File: src/logic/audioPkg.sv
package audioPkg;

    // ------------------------------
    // sizes
    // ------------------------------
    localparam int NumChannels    = 2;
    localparam int DeltaAddrWidth = 12;
    localparam int MemDepth       = 1 << DeltaAddrWidth;
    localparam int DeltaWidth     = 12;
    localparam int SampleWidth    = 16;
    localparam int RegDataWidth   = 24;
    localparam int VolumeWidth    = 16;
    localparam int VolumeShift    = 8;
    localparam int AddressWidth   = 32;

    // intermediate width for sums and products before saturation
    localparam int WideWidth = 40;

    localparam logic signed [WideWidth-1:0] SampleMax = 2 ** (SampleWidth - 1) - 1;
    localparam logic signed [WideWidth-1:0] SampleMin = -(2 ** (SampleWidth - 1));

    // ------------------------------
    // register map and bus structs
    // ------------------------------
    typedef enum logic [3:0] {
        IDLE            = 4'd0,
        STARTADDRESS    = 4'd1,
        SAMPLECOUNT     = 4'd2,
        LOOPSTART       = 4'd3,
        LOOPEND         = 4'd4,
        CURRENTPOSITION = 4'd5,
        LASTSAMPLE      = 4'd6,
        VOLUME          = 4'd7,
        ISLOOPING       = 4'd8,
        ISPLAYING       = 4'd9,
        ISMONO          = 4'd10,
        ISLEFT          = 4'd11
    } ChannelSettings;

    typedef struct packed {
        logic                    valid;
        logic                    channel;
        ChannelSettings          select;
        logic [RegDataWidth-1:0] data;
    } RegWrite;

    // sample is two's complement and zero while the channel is stopped
    typedef struct packed {
        logic [SampleWidth-1:0] sample;
        logic                   isMono;
        logic                   isLeft;
    } ChannelOut;

    typedef struct packed {
        logic                      valid;
        logic [DeltaAddrWidth-1:0] address;
        logic [DeltaWidth-1:0]     delta;
    } MemWrite;

    // clamp a wide signed value into the 16-bit sample range
    function automatic logic [SampleWidth-1:0] saturateSample(
        input logic signed [WideWidth-1:0] value
    );
        if (value > SampleMax) begin
            saturateSample = SampleMax[SampleWidth-1:0];
        end else if (value < SampleMin) begin
            saturateSample = SampleMin[SampleWidth-1:0];
        end else begin
            saturateSample = value[SampleWidth-1:0];
        end
    endfunction

endpackage

File: src/logic/channelMixer.sv
`timescale 1ns/1ps

module channelMixer (
    input  logic                                           clk,
    input  logic                                           rst,
    input  logic                                           i_lrclk,
    input  audioPkg::ChannelOut [audioPkg::NumChannels-1:0] i_channelOut,
    output logic [audioPkg::SampleWidth-1:0]               o_left,
    output logic [audioPkg::SampleWidth-1:0]               o_right
);

    logic lrclkPrev;
    logic lrclkRise;

    logic signed [audioPkg::WideWidth-1:0] leftSum;
    logic signed [audioPkg::WideWidth-1:0] rightSum;

    assign lrclkRise = i_lrclk && !lrclkPrev;

    always_ff @(posedge clk) begin
        if (rst) begin
            lrclkPrev <= 1'b0;
        end else begin
            lrclkPrev <= i_lrclk;
        end
    end

    // ------------------------------
    // routing and summing
    // ------------------------------
    // mono channels feed both sides, stereo channels only their own
    always_comb begin
        leftSum  = '0;
        rightSum = '0;
        for (int ch = 0; ch < audioPkg::NumChannels; ch++) begin
            if (i_channelOut[ch].isMono || i_channelOut[ch].isLeft) begin
                leftSum = leftSum + $signed(i_channelOut[ch].sample);
            end
            if (i_channelOut[ch].isMono || !i_channelOut[ch].isLeft) begin
                rightSum = rightSum + $signed(i_channelOut[ch].sample);
            end
        end
    end

    // ------------------------------
    // output latch
    // ------------------------------
    // channels update on this same clock edge, so the latched values are
    // the samples from before their step
    always_ff @(posedge clk) begin
        if (rst) begin
            o_left  <= '0;
            o_right <= '0;
        end else if (lrclkRise) begin
            o_left  <= audioPkg::saturateSample(leftSum);
            o_right <= audioPkg::saturateSample(rightSum);
        end
    end

endmodule

File: config.mk
export PLATFORM = sky130hd
export DESIGN_NAME = channelMixer
export DESIGN_NICKNAME = d
export VERILOG_FILES = /design/src/logic/audioPkg.sv /design/src/logic/channelMixer.sv
export SDC_FILE = /design/constraint.sdc
export NUM_CORES = 1
export LEC_CHECK = 0
export BUFFER_PORTS_ARGS = -buffer_cell sky130_fd_sc_hd__buf_4
export CORE_MARGIN = 2
export CORE_UTILIZATION = 55
export CTS_CLUSTER_DIAMETER = 80
export DETAILED_ROUTE_END_ITERATION = 8
export GPL_ROUTABILITY_DRIVEN = 0
export GPL_TIMING_DRIVEN = 1
export PLACE_DENSITY = 0.78
export SYNTH_ARGS = -nofsm -noshare
export SYNTH_HDL_FRONTEND = slang
export SYNTH_SLANG_ARGS = --single-unit
File: constraint.sdc
create_clock -name clk -period 6.9 [get_ports clk]
set_input_delay 1.38 -clock clk [delete_from_list [all_inputs] [get_ports clk]]
set_output_delay 1.38 -clock clk [all_outputs]
set_load 0.01 [all_outputs]
==> reports/qor.yml <==
global_routing:
  grt_pass1_vias: 4396
  grt_util_all_layers_pct: 29.68
  antenna_found_initial: 0
  overflow: 0
  grt_pass1_wl_um: 21590
  grt_max_degree: 41
timing:
  fin_crit_sh_pct: 87.72
  max_slew_margin_pct: 33.03
  final_max_slew_viol_count: 0
  fmax_ghz: 0.1652
  period_needed_ns: 6.053
  hold_viol: 0
  worst_hold_slack_ns: 0.4818
  worst_slew_pin_slew_ns: 1.001
  setup_tns_ns: 0
  setup_viol: 0
  skew_ns: 0.003090
  rsz0062_at_grt: "false"
synth:
  async_reset_ff_share_pct: 0
  yosysTopAreaCell: "dfxtp_1"
  syn_area_um2: 4588
  ys_seq_elements: 33
  yosys.area_share.simple_pct: 25.99
  synth-edff-count: 0
  yosysMostFrequentCell: "nor2_1"
  synth_top_area_share_pct: 14.40
  syn_avg_cell_area_um2: 7.329
  synth-main-ff-cell: "dfxtp_1"
  synth_compound_area_share_pct: 33.52
  yosys-top-cells-count: "nor2_1 (61), nand2_1 (60), a21oi_1 (40)"
  synthAdderAreaFrac_pct: 7.690
  yosys_warnings: 0
  muxShareOfSynthArea_pct: 1.800
  synth_top_family_by_area: "compound AO/OA/AOI/OAI gates"
  yosysUniqueCellTypes: 77
  synthXorXnorAreaFrac_pct: 8.972
  syn_inst: 626
  yosysSeqAreaShare_pct: 14.40
  netlist_top_cells_area: "dfxtp_1 (14%), xnor2_1 (7.3%), nor2_1 (5.0%)"
  synthesis.nets: 685
routing:
  drt_wl_total_um: 13340
  drt_iter0_drc: 414
  drc_errors: 0
  firstDrtPassIters: 5
  via_count: 4915
  antenna_left: 0
  wire_per_inst_um: 17.58
  via_per_inst: 6.476
critical_path:
  worstPathCellList: "buf_4, nand2b_4, and2_1, ha_1, inv_1, fa_1, nor2b_1, o211a_1, a311o_1, a32o_1, a21oi_2, a21boi_0, fa_1, or4bb_1, a31oi_1, o41ai_4, nor3_1, nor3_1"
  r2r_end: "o_left[6]$_SDFFE_PP0P_"
  crit_path_start_kind: "input port"
  r2r-start: "lrclkPrev$_SDFF_PP0_"
  reg2reg_slack_ns: 5.26
  cp_max_fo: 40
  crit_family: "compound AO/OA/AOI/OAI gates"
  cp-end-kind: "flip-flop"
  criticalPathCategory: "input port to flip-flop"
  cp.required_ns: 7.12
  critPathMaxStageDelay_ns: 0.83
  r2r_cells: 5
  critPathBufInv: 2
  cp_data_arrival_time_ns: 6.27
  crit_slowest_cell: "o41ai_4"
run_status:
  status: "finished, final reports clean"
hold_path:
  holdPathStages: 2
  hold_path_class: "flip-flop to flip-flop"
  min_from: "o_right[15]$_SDFFE_PP0P_"
  worst_hold_path.endpoint: "o_right[15]$_SDFFE_PP0P_"
floorplan:
  rows: 33
  core-area_um2: 8134
  die-width_um: 95.34
  ios: 71
  start_util_pct: 56.41
  die_h_um: 95.34
  die-area_um2: 9089
pwr:
  peakVddDrop_mv: 0.08269
  power_leakage_uw: 0.002070
  p_per_area_nw_per_um2: 167.8
  p_total_uw: 859.4
placed_design:
  dp_hpwl_um: 9929
  numPortBuffers: 70
job:
  maxCapViolations: 0
cts:
  cts_resized: 0
  clkSlewWorstSetupHoldPaths_ns: 0.08
  numCtsBuffers: 5
  htreeDepth: 2
  cts_setup_buffers: 0
  clock-sinks: 33
  root_buffer: "clkbuf_8"
  hold_buffers: 0
  cts_tree: "done"
  clock_path_buffers: 2
  clock_latency_ns: 0.29
cells_and_area:
  nets: 712
  n_antenna_cell: 0
  drive_above_1_share_pct: 18.20
  area_growth_pct: 11.64
[state kept, by name, indices dropped and copies added, names as in the netlist]
name and flops:
lrclkPrev 1, o_left 16, o_right 16
[metal layers]
layer | vias up | global-route usage, % | wire length, um
met5 | - | 0 | 0
met4 | 0 | 10.39 | 320
met3 | 31 | 3.953 | 1167
met2 | 254 | 46.71 | 6011
met1 | 2296 | 41.52 | 5844
li1 | 2334 | - | -
[where the power goes]
group	switching, uW	internal (uW)	total (uW)
logic	250	190	440
registers	15.9	217	233
clock network	79.0	108	187
[worst max-delay path by stage]
stage	from	to	slack [ns]	cells past startpoint
2_1_floorplan	i_channelOut[1]	o_right[14]$_SDFFE_PP0P_	0.98	22
3_3_place_gp	i_channelOut[1]	o_right[10]$_SDFFE_PP0P_	0.83	19
3_5_place_dp	i_channelOut[1]	o_right[14]$_SDFFE_PP0P_	0.60	18
4_1_cts	i_channelOut[1]	o_right[14]$_SDFFE_PP0P_	0.91	18
5_1_grt	i_channelOut[1]	o_right[10]$_SDFFE_PP0P_	0.53	19
6_report	i_channelOut[1]	o_right[14]$_SDFFE_PP0P_	0.85	18
[placed cells by master (no fill, tap or decap), types with 12 or more instances in the layout]
master	count
and2_1	19
a221o_1	15
a31oi_1	12
inv_1	16
dfxtp_1	33
nor2_1	61
buf_4	77
nand2_1	60
xnor2_1	38
a21oi_1	40
nand2b_1	16
nor3_1	14
ha_1	12
o21ai_0	32
[logic make-up after synthesis]
kind of cell | count (synthesis)
and+or+nand+nor | 231
muxes | 8
AOI/OAI and AO/OA | 210
buffers and inverters | 73
DFF | 33
adders and majority gates | 24
xor gates and xnor gates | 47
[area by class of cell]
type,count,area [um2]
fill,719,3012
clock inverter,3,46.29
multi-input combinational,520,3577
timing repair buffer,77,578.1
tap,105,131.4
sequential,33,660.6
inverter,16,60.06
clock buffer,5,68.82
[worst register-to-register path: stages (launching register included)]
cell      delay (ns)
dfxtp_1         0.30
nor2b_1         0.10
buf_4           0.26
nand2b_1        0.16
nor2_2          0.51
a221o_1         0.25
[stage by stage]
step           util [%]  setup slack (ns)  cell area (um2)  instances
2_1_floorplan         -            0.9825             4588        626
3_3_place_gp      61.56            0.8319             5007        751
3_5_place_dp      61.56            0.6034             5007        751
4_1_cts           62.97            0.9123             5122        759
5_1_grt           62.97            0.5275             5122        759
6_report          62.97            0.8474             5122        759
Power figures use the tool's default switching activity.
