--- config.mk ---
export PLATFORM = sky130hd
export DESIGN_NAME = playbackChannel
export DESIGN_NICKNAME = d
export VERILOG_FILES = /design/src/logic/audioPkg.sv /design/src/logic/playbackChannel.sv
export SDC_FILE = /design/constraint.sdc
export NUM_CORES = 1
export LEC_CHECK = 0
export ABC_AREA = 1
export BUFFER_PORTS_ARGS = -buffer_cell sky130_fd_sc_hd__buf_2
export CORE_UTILIZATION = 70
export DETAILED_ROUTE_END_ITERATION = 10
export GPL_ROUTABILITY_DRIVEN = 0
export PLACE_DENSITY = 0.89
export SYNTH_ARGS = -nofsm -noshare
export SYNTH_HDL_FRONTEND = slang
export SYNTH_SLANG_ARGS = --single-unit
--- constraint.sdc ---
create_clock -name clk -period 9.6 [get_ports clk]
set_input_delay 0.96 -clock clk [delete_from_list [all_inputs] [get_ports clk]]
set_output_delay 0.96 -clock clk [all_outputs]
set_load 0.05 [all_outputs]
--- src/logic/audioPkg.sv ---
package audioPkg;

    // ------------------------------
    // sizes
    // ------------------------------
    localparam int NumChannels    = 2;
    localparam int DeltaAddrWidth = 12;
    localparam int MemDepth       = 1 << DeltaAddrWidth;
    localparam int DeltaWidth     = 12;
    localparam int SampleWidth    = 16;
    localparam int RegDataWidth   = 24;
    localparam int VolumeWidth    = 16;
    localparam int VolumeShift    = 8;
    localparam int AddressWidth   = 32;

    // intermediate width for sums and products before saturation
    localparam int WideWidth = 40;

    localparam logic signed [WideWidth-1:0] SampleMax = 2 ** (SampleWidth - 1) - 1;
    localparam logic signed [WideWidth-1:0] SampleMin = -(2 ** (SampleWidth - 1));

    // ------------------------------
    // register map and bus structs
    // ------------------------------
    typedef enum logic [3:0] {
        IDLE            = 4'd0,
        STARTADDRESS    = 4'd1,
        SAMPLECOUNT     = 4'd2,
        LOOPSTART       = 4'd3,
        LOOPEND         = 4'd4,
        CURRENTPOSITION = 4'd5,
        LASTSAMPLE      = 4'd6,
        VOLUME          = 4'd7,
        ISLOOPING       = 4'd8,
        ISPLAYING       = 4'd9,
        ISMONO          = 4'd10,
        ISLEFT          = 4'd11
    } ChannelSettings;

    typedef struct packed {
        logic                    valid;
        logic                    channel;
        ChannelSettings          select;
        logic [RegDataWidth-1:0] data;
    } RegWrite;

    // sample is two's complement and zero while the channel is stopped
    typedef struct packed {
        logic [SampleWidth-1:0] sample;
        logic                   isMono;
        logic                   isLeft;
    } ChannelOut;

    typedef struct packed {
        logic                      valid;
        logic [DeltaAddrWidth-1:0] address;
        logic [DeltaWidth-1:0]     delta;
    } MemWrite;

    // clamp a wide signed value into the 16-bit sample range
    function automatic logic [SampleWidth-1:0] saturateSample(
        input logic signed [WideWidth-1:0] value
    );
        if (value > SampleMax) begin
            saturateSample = SampleMax[SampleWidth-1:0];
        end else if (value < SampleMin) begin
            saturateSample = SampleMin[SampleWidth-1:0];
        end else begin
            saturateSample = value[SampleWidth-1:0];
        end
    endfunction

endpackage

--- src/logic/playbackChannel.sv ---
`timescale 1ns/1ps

module playbackChannel #(
    parameter int ChannelIndex = 0
) (
    input  logic                                    clk,
    input  logic                                    rst,
    input  audioPkg::RegWrite                       i_regWrite,
    input  logic                                    i_lrclk,
    input  logic [audioPkg::DeltaWidth-1:0]         i_delta,
    input  logic                                    i_ready,
    output logic [audioPkg::AddressWidth-1:0]       o_sampleAddress,
    output audioPkg::ChannelOut                     o_channelOut
);

    // ------------------------------
    // register file
    // ------------------------------
    logic [audioPkg::RegDataWidth-1:0] startAddress;
    logic [audioPkg::RegDataWidth-1:0] sampleCount;
    logic [audioPkg::RegDataWidth-1:0] loopStart;
    logic [audioPkg::RegDataWidth-1:0] loopEnd;
    logic [audioPkg::RegDataWidth-1:0] currentPosition;
    logic [audioPkg::SampleWidth-1:0]  lastSample;
    logic [audioPkg::SampleWidth-1:0]  loopStartSample;
    logic [audioPkg::VolumeWidth-1:0]  volume;
    logic                              isLooping;
    logic                              isPlaying;
    logic                              isMono;
    logic                              isLeft;

    logic lrclkPrev;
    logic lrclkRise;
    logic writeHit;
    logic advance;
    logic loopHit;

    logic [audioPkg::RegDataWidth-1:0]    positionPlus1;
    logic [audioPkg::RegDataWidth-1:0]    nextPosition;
    logic [audioPkg::SampleWidth-1:0]     nextSample;
    logic signed [audioPkg::WideWidth-1:0] sumWide;
    logic signed [audioPkg::WideWidth-1:0] productWide;
    logic signed [audioPkg::WideWidth-1:0] scaledWide;

    logic [audioPkg::AddressWidth-1:0] addressMono;
    logic [audioPkg::AddressWidth-1:0] addressLeft;
    logic [audioPkg::AddressWidth-1:0] addressRight;

    assign writeHit  = i_regWrite.valid && (i_regWrite.channel == 1'(ChannelIndex));
    assign lrclkRise = i_lrclk && !lrclkPrev;

    // a channel only steps while playing and with a valid word from memory
    assign advance = lrclkRise && isPlaying && i_ready;

    // ------------------------------
    // position and delta decoding
    // ------------------------------
    assign positionPlus1 = currentPosition + 1'b1;
    assign loopHit       = isLooping && (positionPlus1 >= loopEnd);
    assign nextPosition  = loopHit ? loopStart : positionPlus1;

    // the stored delta is doubled before it is integrated
    assign sumWide    = $signed(lastSample) + $signed({i_delta, 1'b0});
    assign nextSample = loopHit ? loopStartSample : audioPkg::saturateSample(sumWide);

    // stereo pairs are interleaved, so each side skips every other word
    assign addressMono  = audioPkg::AddressWidth'(startAddress)
                        + audioPkg::AddressWidth'(currentPosition) + 32'd1;
    assign addressLeft  = audioPkg::AddressWidth'(startAddress)
                        + (audioPkg::AddressWidth'(currentPosition) << 1) + 32'd2;
    assign addressRight = audioPkg::AddressWidth'(startAddress)
                        + (audioPkg::AddressWidth'(currentPosition) << 1) + 32'd3;

    assign o_sampleAddress = isMono ? addressMono : (isLeft ? addressLeft : addressRight);

    // ------------------------------
    // volume
    // ------------------------------
    assign productWide = $signed(lastSample) * $signed({1'b0, volume});
    assign scaledWide  = productWide >>> audioPkg::VolumeShift;

    assign o_channelOut.sample = isPlaying ? audioPkg::saturateSample(scaledWide) : '0;
    assign o_channelOut.isMono = isMono;
    assign o_channelOut.isLeft = isLeft;

    always_ff @(posedge clk) begin
        if (rst) begin
            lrclkPrev <= 1'b0;
        end else begin
            lrclkPrev <= i_lrclk;
        end
    end

    // host writes land after the lrclk step so they win in the same cycle
    always_ff @(posedge clk) begin
        if (rst) begin
            currentPosition <= '0;
            lastSample      <= '0;
        end else begin
            if (advance) begin
                currentPosition <= nextPosition;
                lastSample      <= nextSample;
            end
            if (writeHit && i_regWrite.select == audioPkg::CURRENTPOSITION) begin
                currentPosition <= i_regWrite.data;
            end
            if (writeHit && i_regWrite.select == audioPkg::LASTSAMPLE) begin
                lastSample <= i_regWrite.data[audioPkg::SampleWidth-1:0];
            end
        end
    end

    always_ff @(posedge clk) begin
        if (rst) begin
            startAddress <= '0;
            sampleCount  <= '0;
            loopStart    <= '0;
            loopEnd      <= '0;
            volume       <= '0;
            isLooping    <= 1'b0;
            isPlaying    <= 1'b0;
            isMono       <= 1'b0;
            isLeft       <= 1'b0;
        end else begin
            if (writeHit) begin
                case (i_regWrite.select)
                    audioPkg::STARTADDRESS: startAddress <= i_regWrite.data;
                    audioPkg::SAMPLECOUNT:  sampleCount  <= i_regWrite.data;
                    audioPkg::LOOPSTART:    loopStart    <= i_regWrite.data;
                    audioPkg::LOOPEND:      loopEnd      <= i_regWrite.data;
                    audioPkg::VOLUME: volume <= i_regWrite.data[audioPkg::VolumeWidth-1:0];
                    audioPkg::ISLOOPING:    isLooping    <= i_regWrite.data[0];
                    audioPkg::ISPLAYING:    isPlaying    <= i_regWrite.data[0];
                    audioPkg::ISMONO:       isMono       <= i_regWrite.data[0];
                    audioPkg::ISLEFT:       isLeft       <= i_regWrite.data[0];
                    default: ;
                endcase
            end
            // the end of the sample always stops playback
            if (currentPosition >= sampleCount) begin
                isPlaying <= 1'b0;
            end
        end
    end

    // the sample seen at the loop start is replayed when the loop wraps
    always_ff @(posedge clk) begin
        if (currentPosition == loopStart) begin
            loopStartSample <= lastSample;
        end
    end

endmodule

==> results.tsv <==
stage	metric	value	unit
timing	Tcrit/Tclk final	0.8853	
timing	Setup TNS	0	ps
synthesis	post-synthesis register bit count	173	
route	Routed WL	67680	um
floorplan	# IOs	96	
clock_tree	CTS tree	done	
cells_and_area	Area Overhead vs Synth	4.903	%
synthesis	largest cells by area after synthesis	fa_1 (17%), dfxtp_1 (14%), ha_1 (13%)	
timing	max-slew violations	0	
timing	final critical path time including I/O delays and setup	8498	ps
synthesis	syn avg cell area	6.827	um2
clock_tree	Max Root-Sink Buffers	2	
placement	Post-DP HPWL	52290	um
worst_hold_path	Worst Hold Class	reg -> reg	
clock_tree	Post-CTS Setup Repair Bufs	0	
timing	hold_ws	464.7	ps
synthesis	commonest register cell after synthesis	dfxtp_1	
setup_path	Critical Path Source Type	flip-flop	
synthesis	Mapped Cells	3375	
route	# DRC	0	
route	drt initial violations	2827	
floorplan	FP Rows	66	
clock_tree	Worst-path clk slew	70	ps
clock_tree	worst-skew pair later-pin latency	450	ps
synthesis	largest area contributor in the netlist	fa_1	
clock_tree	PostCTS Resize Cnt	0	
cells_and_area	Core Util, Final	0.7448	
power_and_ir_drop	Leak Pwr	0.01326	uW
timing	RSZ-0062 raised after global routing	false	
clock_tree	CTS sink count	173	
setup_path	Slowest-stage cell, CP	dfxtp_1	
run	max cap viols	0	
setup_path	WP data required	8640	ps
cells_and_area	share of cells above drive strength 1	0.07200	
grt	GRT Total Usage	0.4079	
setup_path	Setup Crit Path Kind	reg -> out	
route	first-pass detailed-route iteration total	6	
synthesis	Netlist Area Pre-Place	0.02304	mm2
status	status	finished, final reports clean	
setup_path	crit end category	output pin	
setup_path	largest stage delay on the critical path	970	ps
setup_path	Max FO, Critical Path	19	
synthesis	top cells by count, synth	nand2_1 (773), inv_1 (727), a21oi_1 (280)	
timing	skew final	15.17	ps
route	total number of vias	22941	
placement	IO Port Bufs	89	
cells_and_area	Nets	3837	
route	vias per inst	6.004	
grt	first-pass GRT wire length	109100	um
clock_tree	hold buffer count at cts	0	
synthesis	EDFF count, synth	16	
synthesis	Ys Warns	0	
synthesis	Netlist cell types	55	
timing	worst setup slack after layout	1102	ps
power_and_ir_drop	power density cells	67.82	mW/mm2
route	ANT nets after route	0	
synthesis	area fraction of the dominant cell type after synthesis	0.1703	
timing	measured slew at the worst slew-check pin	1114	ps
grt	global route overflow	0	
clock_tree	CTS root buffer	clkbuf_16	
floorplan	Starting Density	0.7100	
power_and_ir_drop	VDD IR max	106.5	uV
grt	initial antenna violation count	3	
clock_tree	H-Tree Depth	4	
grt	largest net degree at the start of global routing	93	
synthesis	Seq/Total Area, Yosys	0.1573	
floorplan	die width	183.4	um
timing	maximum clock frequency	117.7	MHz
synthesis	Async S/R FF share, synth	0	
placement	pre-CTS WS	1749	ps
route	post-DR wirelength/cell	17.71	um
synthesis	top-count cell post-synth	nand2_1	
floorplan	Core ar.	0.03245	mm2
floorplan	Die Span Y	183.4	um
floorplan	full die area	0.03365	mm2
grt	vias in the first global route	21813	
timing	Final Hold Viols	0	
clock_tree	CTS Buf Count	17	
setup_path	Critical Path AT	7540	ps
timing	Setup Viol. Count Final	0	
timing	relative slew slack	0.2554	
[cell families after synthesis]
logic type,share of synthesized area
AOI/OAI and AO/OA,0.1320
xor gates and xnor gates,0.03492
adders and majority gates,0.2968
buffers and inverters,0.1451
DFF,0.1573
other,0.0001627
and+or+nand+nor,0.2338
[stage by stage]
| step | instances | cell area (um2) | total power, uW |
|---|---|---|---|
| after global routing | 3820 | 24170 | 1677 |
| final | 3821 | 24170 | 1639 |
| after global placement | 3785 | 23580 | 951.4 |
| after floorplan | 3380 | 23060 | 894.6 |
| after detailed placement | 3785 | 23580 | 957.3 |
| after CTS | 3817 | 24160 | 1624 |
[flip-flops by register name (all words and copies together), names as in the netlist, 16 cells and up]
register and cells:
lastSample 16, sampleCount 24, loopStartSample 16, currentPosition 24
volume 16, startAddress 24, loopEnd 24, loopStart 24
[cells in the final DEF (no fill, tap or decap), types with 25 or more instances in the layout]
master / count
a21oi_1: 280
ha_1: 233
or2_2: 25
xor2_1: 68
nand2_2: 28
nand2_1: 773
fa_1: 196
dfxtp_1: 157
nor2_1: 148
nand4_1: 35
inv_1: 726
o21ai_0: 173
nand3_1: 171
buf_2: 89
[final cells by class]
cell class              count  area (um2)
multi-input cells        2334       16100
fillers                  2488        8282
flip-flops and latches    173        3623
inverters                 733        2751
well taps                 442       553.0
repair buffers            103       550.5
clock buffers              18       429.2
clock inverters            14       151.4
diodes                      4       10.01
[per-layer routing]
metal  up-vias  part of all wire  global-route usage
li1      10494                 -                   -
met1     10542              0.39              0.5677
met2      1661              0.43              0.6205
met3       244              0.15             0.09449
met4         0             0.037              0.1433
met5         -                 0                   0
[report_power, final]
| part | leakage, uW | internal (uW) | switching [uW] |
|---|---|---|---|
| clock network | 0.000283 | 348 | 339 |
| logic | 0.0115 | 49.7 | 133 |
| registers | 0.00143 | 752 | 17.7 |
| total | 0.0133 | 1150 | 489 |
[critical path: cells and delay by family (launching register included)]
| kind | cells | cell delay [ps] |
|---|---|---|
| fa+ha+maj | 7 | 3570 |
| simple gates | 9 | 1120 |
| flops | 1 | 970 |
| compound gates | 4 | 750 |
| buf+inv | 7 | 640 |
[worst paths after layout]
check                               endpoint  slack (ps)                            start  cells after the start
max                          o_channelOut[3]        1100       lastSample[9]$_SDFFE_PP0P_                     27
min                 loopEnd[13]$_SDFFE_PP0P_         460         loopEnd[13]$_SDFFE_PP0P_                      2
max reg2reg  currentPosition[2]$_SDFFE_PP0P_        3970  currentPosition[1]$_SDFFE_PP0P_                     22
min reg2reg         loopEnd[13]$_SDFFE_PP0P_         460         loopEnd[13]$_SDFFE_PP0P_                      2
Note: power is estimated with default switching activity, not from simulation.
